## config.mk

```make
export PLATFORM = sky130hd
export DESIGN_NAME = cpuCore
export DESIGN_NICKNAME = d
export VERILOG_FILES = /design/src/rtl/cpuPkg.sv /design/src/rtl/registerFile.sv /design/src/rtl/alu.sv /design/src/rtl/controlUnit.sv /design/src/rtl/dataPath.sv /design/src/rtl/cpuCore.sv
export SDC_FILE = /design/constraint.sdc
export NUM_CORES = 2
export LEC_CHECK = 0
export ABC_CLOCK_PERIOD_IN_PS = 9630
export BUFFER_PORTS_ARGS = -buffer_cell sky130_fd_sc_hd__buf_4
export CAP_MARGIN = 20
export CORE_ASPECT_RATIO = 1.4
export CORE_MARGIN = 3
export CORE_UTILIZATION = 60
export CTS_BUF_LIST = sky130_fd_sc_hd__clkbuf_8
export DETAILED_ROUTE_END_ITERATION = 7
export PLACE_DENSITY_LB_ADDON = 0.15
export SYNTH_ARGS = -nofsm -noshare
export SYNTH_HDL_FRONTEND = slang
export SYNTH_SLANG_ARGS = --single-unit
```

## constraint.sdc

```tcl
create_clock -name clk -period 9.63 [get_ports clk]
set_input_delay 1.926 -clock clk [delete_from_list [all_inputs] [get_ports clk]]
set_output_delay 1.926 -clock clk [all_outputs]
set_load 0.05 [all_outputs]
```

## src/rtl/cpuPkg.sv

```systemverilog
`default_nettype none

package cpuPkg;

    // Primary opcodes, IR[31:26]
    typedef enum logic [5:0] {
        OP_SPECIAL = 6'h00,
        OP_BEQ     = 6'h04,
        OP_ADDIU   = 6'h09,
        OP_ORI     = 6'h0D,
        OP_LUI     = 6'h0F,
        OP_LW      = 6'h23,
        OP_SW      = 6'h2B
    } opcode_e;

    // R-type function codes, IR[5:0]
    typedef enum logic [5:0] {
        FN_ADDU = 6'h21,
        FN_SUBU = 6'h23,
        FN_AND  = 6'h24,
        FN_OR   = 6'h25,
        FN_SLT  = 6'h2A
    } funct_e;

    typedef enum logic [2:0] {
        ALU_ADD,
        ALU_SUB,
        ALU_AND,
        ALU_OR,
        ALU_SLT,
        ALU_LUI
    } aluOp_e;

    typedef enum logic [3:0] {
        FETCH_ADDR,
        FETCH_WAIT,
        DECODE,
        EXEC_WB,
        BRANCH,
        MEM_ADDR,
        LOAD_WAIT,
        LOAD_WB,
        STORE_WAIT
    } ctrlState_e;

    // Branch mode is sign extend then word offset
    typedef enum logic [1:0] {
        EXT_SIGN,
        EXT_ZERO,
        EXT_BRANCH
    } extMode_e;

    // Select encodings, a zero picks the first source
    // aSel PC/regA, bSel regB/imm, marSel PC/ALU, mdrSel mem/regB
    // nPcSel inc/target, dstSel rd/rt, wbSel ALU/MDR
    typedef struct packed {
        logic     irLd;
        logic     pcLd;
        logic     nPcLd;
        logic     marLd;
        logic     mdrLd;
        logic     rfLd;
        logic     aSel;
        logic     bSel;
        logic     marSel;
        logic     mdrSel;
        logic     nPcSel;
        logic     dstSel;
        logic     wbSel;
        extMode_e extMode;
        aluOp_e   aluOp;
    } dpCtrl_t;

    typedef struct packed {
        opcode_e opcode;
        funct_e  funct;
    } instrInfo_t;

    localparam logic [31:0] RESET_PC = 32'h0000_0000;

endpackage

`default_nettype wire

```

## src/rtl/registerFile.sv

```systemverilog
`timescale 1ns/1ps
`default_nettype none

module registerFile (
    input  wire logic        clk,
    input  wire logic        arstN_i,
    input  wire logic [4:0]  rdAddrA_i,
    input  wire logic [4:0]  rdAddrB_i,
    input  wire logic [4:0]  wrAddr_i,
    input  wire logic [31:0] wrData_i,
    input  wire logic        wrEn_i,
    output logic      [31:0] rdDataA_o,
    output logic      [31:0] rdDataB_o
);

    logic [31:0] regs [32];

    always_ff @(posedge clk or negedge arstN_i) begin
        if (!arstN_i) begin
            for (int i = 0; i < 32; i++) begin
                regs[i] <= '0;
            end
        end else if (wrEn_i && (wrAddr_i != 5'd0)) begin
            regs[wrAddr_i] <= wrData_i;
        end
    end

    // Register 0 always reads as zero
    always_comb begin
        rdDataA_o = (rdAddrA_i == 5'd0) ? 32'd0 : regs[rdAddrA_i];
        rdDataB_o = (rdAddrB_i == 5'd0) ? 32'd0 : regs[rdAddrB_i];
    end

endmodule

`default_nettype wire

```

## src/rtl/alu.sv

```systemverilog
`timescale 1ns/1ps
`default_nettype none

module alu (
    input  wire cpuPkg::aluOp_e  op_i,
    input  wire logic     [31:0] a_i,
    input  wire logic     [31:0] b_i,
    output logic          [31:0] result_o,
    output logic                 zero_o
);

    logic lessThan;

    // Signed compare for SLT
    assign lessThan = $signed(a_i) < $signed(b_i);

    always_comb begin
        case (op_i)
            cpuPkg::ALU_ADD: begin
                result_o = a_i + b_i;
            end
            cpuPkg::ALU_SUB: begin
                result_o = a_i - b_i;
            end
            cpuPkg::ALU_AND: begin
                result_o = a_i & b_i;
            end
            cpuPkg::ALU_OR: begin
                result_o = a_i | b_i;
            end
            cpuPkg::ALU_SLT: begin
                result_o = {31'd0, lessThan};
            end
            // Upper immediate, B moved to the high half
            cpuPkg::ALU_LUI: begin
                result_o = b_i << 16;
            end
            default: begin
                result_o = '0;
            end
        endcase
    end

    // BEQ compares through SUB and looks at this flag
    assign zero_o = (result_o == 32'd0);

endmodule

`default_nettype wire

```

## src/rtl/controlUnit.sv

```systemverilog
`timescale 1ns/1ps
`default_nettype none

module controlUnit (
    input  wire logic               clk,
    input  wire logic               arstN_i,
    input  wire cpuPkg::instrInfo_t instr_i,
    input  wire logic               aluZero_i,
    input  wire logic               memDone_i,
    output cpuPkg::dpCtrl_t         ctrl_o,
    output logic                    memRead_o,
    output logic                    memWrite_o
);

    cpuPkg::ctrlState_e state;
    cpuPkg::ctrlState_e nextState;

    // Decoded operation, valid once IR holds the instruction
    cpuPkg::aluOp_e   decAluOp;
    cpuPkg::extMode_e decExt;
    logic             decImm;
    logic             decDstRt;
    logic             decWrite;

    always_ff @(posedge clk or negedge arstN_i) begin
        if (!arstN_i) begin
            state <= cpuPkg::FETCH_ADDR;
        end else begin
            state <= nextState;
        end
    end

    always_comb begin
        decAluOp = cpuPkg::ALU_ADD;
        decExt   = cpuPkg::EXT_SIGN;
        decImm   = 1'b1;
        decDstRt = 1'b1;
        decWrite = 1'b1;
        case (instr_i.opcode)
            cpuPkg::OP_SPECIAL: begin
                decImm   = 1'b0;
                decDstRt = 1'b0;
                case (instr_i.funct)
                    cpuPkg::FN_ADDU: decAluOp = cpuPkg::ALU_ADD;
                    cpuPkg::FN_SUBU: decAluOp = cpuPkg::ALU_SUB;
                    cpuPkg::FN_AND:  decAluOp = cpuPkg::ALU_AND;
                    cpuPkg::FN_OR:   decAluOp = cpuPkg::ALU_OR;
                    cpuPkg::FN_SLT:  decAluOp = cpuPkg::ALU_SLT;
                    default:         decWrite = 1'b0;
                endcase
            end
            cpuPkg::OP_ADDIU: begin
                decAluOp = cpuPkg::ALU_ADD;
            end
            cpuPkg::OP_ORI: begin
                decAluOp = cpuPkg::ALU_OR;
                decExt   = cpuPkg::EXT_ZERO;
            end
            cpuPkg::OP_LUI: begin
                decAluOp = cpuPkg::ALU_LUI;
                decExt   = cpuPkg::EXT_ZERO;
            end
            // Base plus offset, written back only from LOAD_WB
            cpuPkg::OP_LW, cpuPkg::OP_SW: begin
                decWrite = 1'b0;
            end
            // Compare rs with rt, offset goes to the target adder
            cpuPkg::OP_BEQ: begin
                decAluOp = cpuPkg::ALU_SUB;
                decExt   = cpuPkg::EXT_BRANCH;
                decImm   = 1'b0;
                decWrite = 1'b0;
            end
            default: begin
                decWrite = 1'b0;
            end
        endcase
    end

    always_comb begin
        ctrl_o         = '0;
        ctrl_o.aluOp   = decAluOp;
        ctrl_o.extMode = decExt;
        ctrl_o.aSel    = 1'b1;
        ctrl_o.bSel    = decImm;
        ctrl_o.dstSel  = decDstRt;
        memRead_o      = 1'b0;
        memWrite_o     = 1'b0;
        nextState      = state;
        case (state)
            cpuPkg::FETCH_ADDR: begin
                ctrl_o.marLd = 1'b1;
                nextState    = cpuPkg::FETCH_WAIT;
            end
            cpuPkg::FETCH_WAIT: begin
                memRead_o   = 1'b1;
                ctrl_o.irLd = memDone_i;
                if (memDone_i) begin
                    nextState = cpuPkg::DECODE;
                end
            end
            // PC steps into the delay slot here
            cpuPkg::DECODE: begin
                ctrl_o.pcLd  = 1'b1;
                ctrl_o.nPcLd = 1'b1;
                case (instr_i.opcode)
                    cpuPkg::OP_BEQ:             nextState = cpuPkg::BRANCH;
                    cpuPkg::OP_LW, cpuPkg::OP_SW: nextState = cpuPkg::MEM_ADDR;
                    default:                    nextState = cpuPkg::EXEC_WB;
                endcase
            end
            cpuPkg::EXEC_WB: begin
                ctrl_o.rfLd = decWrite;
                nextState   = cpuPkg::FETCH_ADDR;
            end
            cpuPkg::BRANCH: begin
                ctrl_o.nPcSel = 1'b1;
                ctrl_o.nPcLd  = aluZero_i;
                nextState     = cpuPkg::FETCH_ADDR;
            end
            cpuPkg::MEM_ADDR: begin
                ctrl_o.marLd  = 1'b1;
                ctrl_o.marSel = 1'b1;
                if (instr_i.opcode == cpuPkg::OP_SW) begin
                    ctrl_o.mdrLd  = 1'b1;
                    ctrl_o.mdrSel = 1'b1;
                    nextState     = cpuPkg::STORE_WAIT;
                end else begin
                    nextState = cpuPkg::LOAD_WAIT;
                end
            end
            cpuPkg::LOAD_WAIT: begin
                memRead_o    = 1'b1;
                ctrl_o.mdrLd = memDone_i;
                if (memDone_i) begin
                    nextState = cpuPkg::LOAD_WB;
                end
            end
            cpuPkg::LOAD_WB: begin
                ctrl_o.rfLd   = 1'b1;
                ctrl_o.wbSel  = 1'b1;
                ctrl_o.dstSel = 1'b1;
                nextState     = cpuPkg::FETCH_ADDR;
            end
            cpuPkg::STORE_WAIT: begin
                memWrite_o = 1'b1;
                if (memDone_i) begin
                    nextState = cpuPkg::FETCH_ADDR;
                end
            end
            default: begin
                nextState = cpuPkg::FETCH_ADDR;
            end
        endcase
    end

endmodule

`default_nettype wire

```

## src/rtl/dataPath.sv

```systemverilog
`timescale 1ns/1ps
`default_nettype none

module dataPath #(
    parameter int MEM_AW = 32
) (
    input  wire logic                  clk,
    input  wire logic                  arstN_i,
    input  wire cpuPkg::dpCtrl_t       ctrl_i,
    input  wire logic           [31:0] memRData_i,
    output cpuPkg::instrInfo_t         instr_o,
    output logic                       aluZero_o,
    output logic          [MEM_AW-1:0] memAddr_o,
    output logic                [31:0] memWData_o
);

    logic [31:0] pc;
    logic [31:0] nPc;
    logic [31:0] ir;
    logic [31:0] mar;
    logic [31:0] mdr;

    logic [31:0] rdDataA;
    logic [31:0] rdDataB;
    logic [31:0] aluA;
    logic [31:0] aluB;
    logic [31:0] aluResult;
    logic [31:0] extImm;
    logic [31:0] nPcInc;
    logic [31:0] branchTarget;
    logic [31:0] nPcNext;
    logic [31:0] marNext;
    logic [31:0] mdrNext;
    logic [31:0] wbData;
    logic [4:0]  wrAddr;

    // IR fields
    logic [4:0]  rs;
    logic [4:0]  rt;
    logic [4:0]  rd;
    logic [15:0] imm;

    assign rs  = ir[25:21];
    assign rt  = ir[20:16];
    assign rd  = ir[15:11];
    assign imm = ir[15:0];

    always_comb begin
        instr_o.opcode = cpuPkg::opcode_e'(ir[31:26]);
        instr_o.funct  = cpuPkg::funct_e'(ir[5:0]);
    end

    // Architectural program counters
    always_ff @(posedge clk or negedge arstN_i) begin
        if (!arstN_i) begin
            pc  <= cpuPkg::RESET_PC;
            nPc <= cpuPkg::RESET_PC + 32'd4;
        end else begin
            if (ctrl_i.pcLd) begin
                pc <= nPc;
            end
            if (ctrl_i.nPcLd) begin
                nPc <= nPcNext;
            end
        end
    end

    always_ff @(posedge clk) begin
        if (ctrl_i.irLd) begin
            ir <= memRData_i;
        end
        if (ctrl_i.marLd) begin
            mar <= marNext;
        end
        if (ctrl_i.mdrLd) begin
            mdr <= mdrNext;
        end
    end

    // Immediate extender
    always_comb begin
        case (ctrl_i.extMode)
            cpuPkg::EXT_ZERO:   extImm = {16'd0, imm};
            cpuPkg::EXT_BRANCH: extImm = {{14{imm[15]}}, imm, 2'b00};
            default:            extImm = {{16{imm[15]}}, imm};
        endcase
    end

    // Sequential and branch adders; PC already points at the delay slot
    assign nPcInc       = nPc + 32'd4;
    assign branchTarget = pc + extImm;
    assign nPcNext      = ctrl_i.nPcSel ? branchTarget : nPcInc;

    assign aluA    = ctrl_i.aSel ? rdDataA : pc;
    assign aluB    = ctrl_i.bSel ? extImm : rdDataB;
    assign marNext = ctrl_i.marSel ? aluResult : pc;
    assign mdrNext = ctrl_i.mdrSel ? rdDataB : memRData_i;

    // rt for immediates and loads, rd for R-type
    assign wrAddr = ctrl_i.dstSel ? rt : rd;
    assign wbData = ctrl_i.wbSel ? mdr : aluResult;

    registerFile regFile (
        .clk       (clk),
        .arstN_i   (arstN_i),
        .rdAddrA_i (rs),
        .rdAddrB_i (rt),
        .wrAddr_i  (wrAddr),
        .wrData_i  (wbData),
        .wrEn_i    (ctrl_i.rfLd),
        .rdDataA_o (rdDataA),
        .rdDataB_o (rdDataB)
    );

    alu aluUnit (
        .op_i     (ctrl_i.aluOp),
        .a_i      (aluA),
        .b_i      (aluB),
        .result_o (aluResult),
        .zero_o   (aluZero_o)
    );

    assign memAddr_o  = mar[MEM_AW-1:0];
    assign memWData_o = mdr;

endmodule

`default_nettype wire

```

## src/rtl/cpuCore.sv

```systemverilog
`timescale 1ns/1ps
`default_nettype none

module cpuCore #(
    parameter int MEM_AW = 32
) (
    input  wire logic              clk,
    input  wire logic              arstN_i,
    input  wire logic       [31:0] memRData_i,
    input  wire logic              memDone_i,
    output logic      [MEM_AW-1:0] memAddr_o,
    output logic            [31:0] memWData_o,
    output logic                   memRead_o,
    output logic                   memWrite_o
);

    cpuPkg::dpCtrl_t    ctrl;
    cpuPkg::instrInfo_t instrInfo;
    logic               aluZero;

    controlUnit ctrlUnit (
        .clk        (clk),
        .arstN_i    (arstN_i),
        .instr_i    (instrInfo),
        .aluZero_i  (aluZero),
        .memDone_i  (memDone_i),
        .ctrl_o     (ctrl),
        .memRead_o  (memRead_o),
        .memWrite_o (memWrite_o)
    );

    dataPath #(
        .MEM_AW (MEM_AW)
    ) dPath (
        .clk        (clk),
        .arstN_i    (arstN_i),
        .ctrl_i     (ctrl),
        .memRData_i (memRData_i),
        .instr_o    (instrInfo),
        .aluZero_o  (aluZero),
        .memAddr_o  (memAddr_o),
        .memWData_o (memWData_o)
    );

endmodule

`default_nettype wire

```

==> metrics.md <==
| Metric | Value |
|---|---|
| Status | complete, no violations |
| CP Launch Type | flip-flop |
| Starting Density | approximately three fifths |
| CTS clk-pin slew, worst paths | 0.07 ns |
| Pin count of the biggest net entering global routing | between 150 and 200 |
| CP arrival | slightly above 9 ns |
| Crit path cell chain | or3b_4, nor2_1, ha_1, or2_2, a22oi_1, nand2_1, o21a_1, ha_1, o21ai_0, nor2_1, o21ai_0, o211ai_1, a21oi_1, o211a_1, nor3_1, nand4_1, nor4_2, nand4_4, o31ai_4, buf_4, mux2_4 |
| Leakage | ~32 nW |
| Design area | roughly 73000 µm² |
| Share of power burned in registers | 40.3% |
| HP Class | flip-flop to flip-flop |
| Fmax | 119 MHz |
| Synth Instances | approximately 6300 |
| Crit Path Category | flip-flop to flip-flop |
| Switching power | just over 5 mW |
| Filler cells | about 8500 |
| Worst-path fanout max | 19 |
| Fin nets | 6300 |
| Min-delay src | dPath.regFile.regs[993]$_DFFE_PN0P_ |
| Slew headroom | approximately 5.4% |
| Clk root buf | clkbuf_8 |
| Fraction of the mapped netlist area in adder cells | 2.50% |
| RSZ-0062 raised after global routing | no |
| Distinct cells, synth | slightly above 100 |
| H-tree depth | 4 |
| Initial antenna violation count | 5 |
| CP Capture Type | flip-flop |
| Global placer's final weighted congestion | about 1.0 |
| Io pins | ~100 |
| Fin crit share | between 80% and 90% |
| Multi-input logic area | between 30000 and 40000 µm² |
| Die area | 116000 µm² |
| Warnings from Yosys | 0 |
| Wire per inst | slightly below 30 µm |
| Post-CTS Setup Inserts | 0 |
| TritonRoute pass-1 iters | 6 |
| Total number of vias | 53000 |
| XOR/XNOR Fraction of Synth Area | less than 1% |
| Area delta synth->final | 8.72% |
| First-pass GRT wire length | about 340 mm |
| Resized cells post-CTS | 0 |
| Logic pwr share | about 29% |
| Final WS setup | between 1 and 1.5 ns |
| Post-route minimum period | about 8.4 ns |
| Max stage delay cell, worst path | a22oi_1 |
| Worst-skew pair later-pin latency | between 0.9 and 1 ns |
| Die Ht | 403 µm |
| Post-route ant nets | 0 |
| Syn_nets | between 6000 and 7000 |
| Top Family by Delay on Critical Path | simple AND/OR/NAND/NOR gates |
| Slew @ Worst Pin | around 1.4 ns |
| Main combinational cell family by area after synthesis | multiplexers |
| Worst Setup SP | dPath.ir[28]$_DFFE_PP_ |
| Maximum buffer depth of the clock tree | 3 |
| Final WL | about 230 mm |
| Util after Layout | 66.1% |
| Sw Share | a little over a third |
| All-Layer GR Usage | 39.5% |
| Setup TNS | 0 ns |
| Number of synthesized flops with an enable pin | between 90 and 100 |
| Slowest stage delay, CP | roughly 1.1 ns |
| Seq cells post-synth | 1188 |
| Chip width | between 200 and 300 µm |
| Simple-gate area share of the yosys netlist | between 10% and 20% |
| Final hold violation count | 0 |
| Placed Area | just under 70000 µm² |
| Cell-internal power | about 9 mW |
| Via density | a little under 7 |
| Hold Worst Slack | approximately 0.39 ns |
| Register area | 30200 µm² |
| Slew Viols, Final | 0 |
| Post-synth top area share | between 40% and 50% |
| Crit path buf inv count | 1 |
| Seq/Total Area, Yosys | 44.8% |
| Synthesized cell area | 67400 µm² |
| Std cell rows | about 140 |
| # port buffers | 100 |
| Post-DP HPWL | roughly 140 mm |
| # setup viols final | 0 |
| CTS tree | yes |
| Pre-CTS WS | between 1.5 and 2 ns |
| WP data required | approximately 10 ns |
| Maximum vdd drop | 0.153 mV |
| Number of global-route vias before repair | ~53000 |
| GRT overflow | 0 |
| Avg Inst Size Synth | around 11 µm² |
| Core area | approximately 110000 µm² |
| CTS buffer count | 183 |
| Total of max-cap violations | 0 |
| Compound-Gate Fraction of Synth Area | between 10% and 20% |
| Main synth FF type | dfrtp_1 |
| Post-synth top area cell | dfrtp_1 |
| P per Cell Area | 193 nW/µm² |
| Mux cell area share after synthesis | 22.3% |
| Clk_skew | around 0.052 ns |
| Iter 0 DRT Violations | about 6000 |
| Share of layout cells above drive strength 1 | between 20% and 30% |
| Clk pwr share | about 31% |
| Drt drc | 0 |
| Post-cts hold buffer count | 0 |
| Clock tree sinks | ~1200 |
| Asr flop ratio synth | 91.9% |
| Synth area leaders | dfrtp_1 41%, mux4_2 21%, o21ai_0 8.3% |
| Worst flop-to-flop path startpoint | dPath.ir[28]$_DFFE_PP_ |
[final timing paths]
kind	endpoint	slack (ns)	cells past startpoint
worst min-delay path	dPath.regFile.regs[993]$_DFFE_PN0P_	0.39	0
max in group asynchronous	dPath.regFile.regs[31]$_DFFE_PN0P_	6.40	3
min in group asynchronous	dPath.regFile.regs[834]$_DFFE_PN0P_	0.99	1
worst min register to register	dPath.regFile.regs[993]$_DFFE_PN0P_	0.39	0
worst max-delay path	dPath.nPc[3]$_DFFE_PN0P_	1.24	21
worst max register to register	dPath.nPc[3]$_DFFE_PN0P_	1.24	21
[placed cells by master, fill, tap and decap left out, types with 50 or more instances in the layout]
cell,Yosys,layout
ha_1,130,130
mux4_2,617,617
nand3_1,50,50
buf_4,6,202
a21oi_1,178,178
nand2b_1,65,65
edfxtp_1,96,96
dfrtp_1,1091,1091
mux2i_1,79,76
nand2_1,1308,1276
o21ai_0,1112,1083
inv_1,115,186
nor2_1,187,182
clkbuf_8,0,231
[registers in the layout, summed over array words and instances, names as in the netlist]
signal	flops
dPath.memWData_o	32
dPath.nPc	32
dPath.regFile.regs	1024
dPath.memAddr_o	32
dPath.ir	32
dPath.pc	32
ctrlUnit.state	4
[cell usage after synthesis (17+ instances only)]
master	count
o31ai_1	21
o211ai_1	22
nor4_1	17
a311oi_1	27
nand2_1	1308
inv_1	115
a211oi_1	41
a21oi_1	178
nand3_1	50
mux2i_1	79
xnor2_1	24
nor3_1	39
nor2b_1	22
o21ai_0	1112
mux2_2	31
buf_2	20
nand2b_1	65
and3_1	17
edfxtp_1	96
a22oi_1	20
clkbuf_1	485
o21a_1	19
ha_1	130
nor2_1	187
a31oi_1	17
mux4_2	617
dfrtp_1	1091
nand4_1	32
buf_1	78
a21o_1	47
xor2_1	18
[worst reg2reg max path: stages (launching register included)]
cell      delay (ns)
edfxtp_1        0.53
or3b_4          0.46
nor2_1          0.28
ha_1            0.32
or2_2           0.43
a22oi_1         1.09
nand2_1         0.13
o21a_1          0.17
ha_1            0.54
o21ai_0         0.17
nor2_1          0.12
o21ai_0         0.29
o211ai_1        0.57
a21oi_1         0.17
o211a_1         0.26
nor3_1          0.96
nand4_1         0.21
nor4_2          0.44
nand4_4         0.23
o31ai_4         0.23
buf_4           0.34
mux2_4          0.33
[metal layers]
layer / part of all wire (%) / global-route usage (%) / wire length [µm]
met2: 46 / 60.9 / 105000
met5: 0.0075 / 0 / 17
met1: 37 / 51.5 / 82700
met4: 7.2 / 23.8 / 16200
met3: 9.9 / 9.02 / 22300
[area by class of cell]
cell class	instances	share of cell area, %
Multi-Input combinational cell	4402	47.5
Sequential cell	1188	41.2
Clock buffer	230	4.32
Timing Repair Buffer	241	3.01
Tap cell	1460	2.49
Clock inverter	104	0.797
Inverter	116	0.594
Antenna cell	6	0.0205
[power groups by stage]
stage / logic, mW / clock network, mW / registers [mW]
2_1_floorplan: 2.54 / 0 / 5.82
3_3_place_gp: 3.90 / 0 / 5.77
3_5_place_dp: 3.96 / 0 / 5.79
6_report: 4.08 / 4.37 / 5.71
5_1_grt: 4.33 / 4.64 / 5.74
4_1_cts: 3.97 / 4.40 / 5.70
[metrics by stage]
| step | total power, mW | instances |
|---|---|---|
| floorplan | 8.36 | 6301 |
| global placement | 9.67 | 7390 |
| detailed placement | 9.75 | 7396 |
| CTS | 14.1 | 7730 |
| global route | 14.7 | 7743 |
| finish | 14.2 | 7747 |
[cell families (layout without fill, tap and decap cells)]
kind of cell    count (synthesis)  count (layout)
other cells                     0               6
compound gates               1670            1670
mux                           729             729
xor+xnor                       42              42
flops                        1188            1188
buf+inv                       711             691
simple gates                 1828            1828
fa+ha+maj                     133             133
No activity file was read; power rests on OpenSTA's default activity.
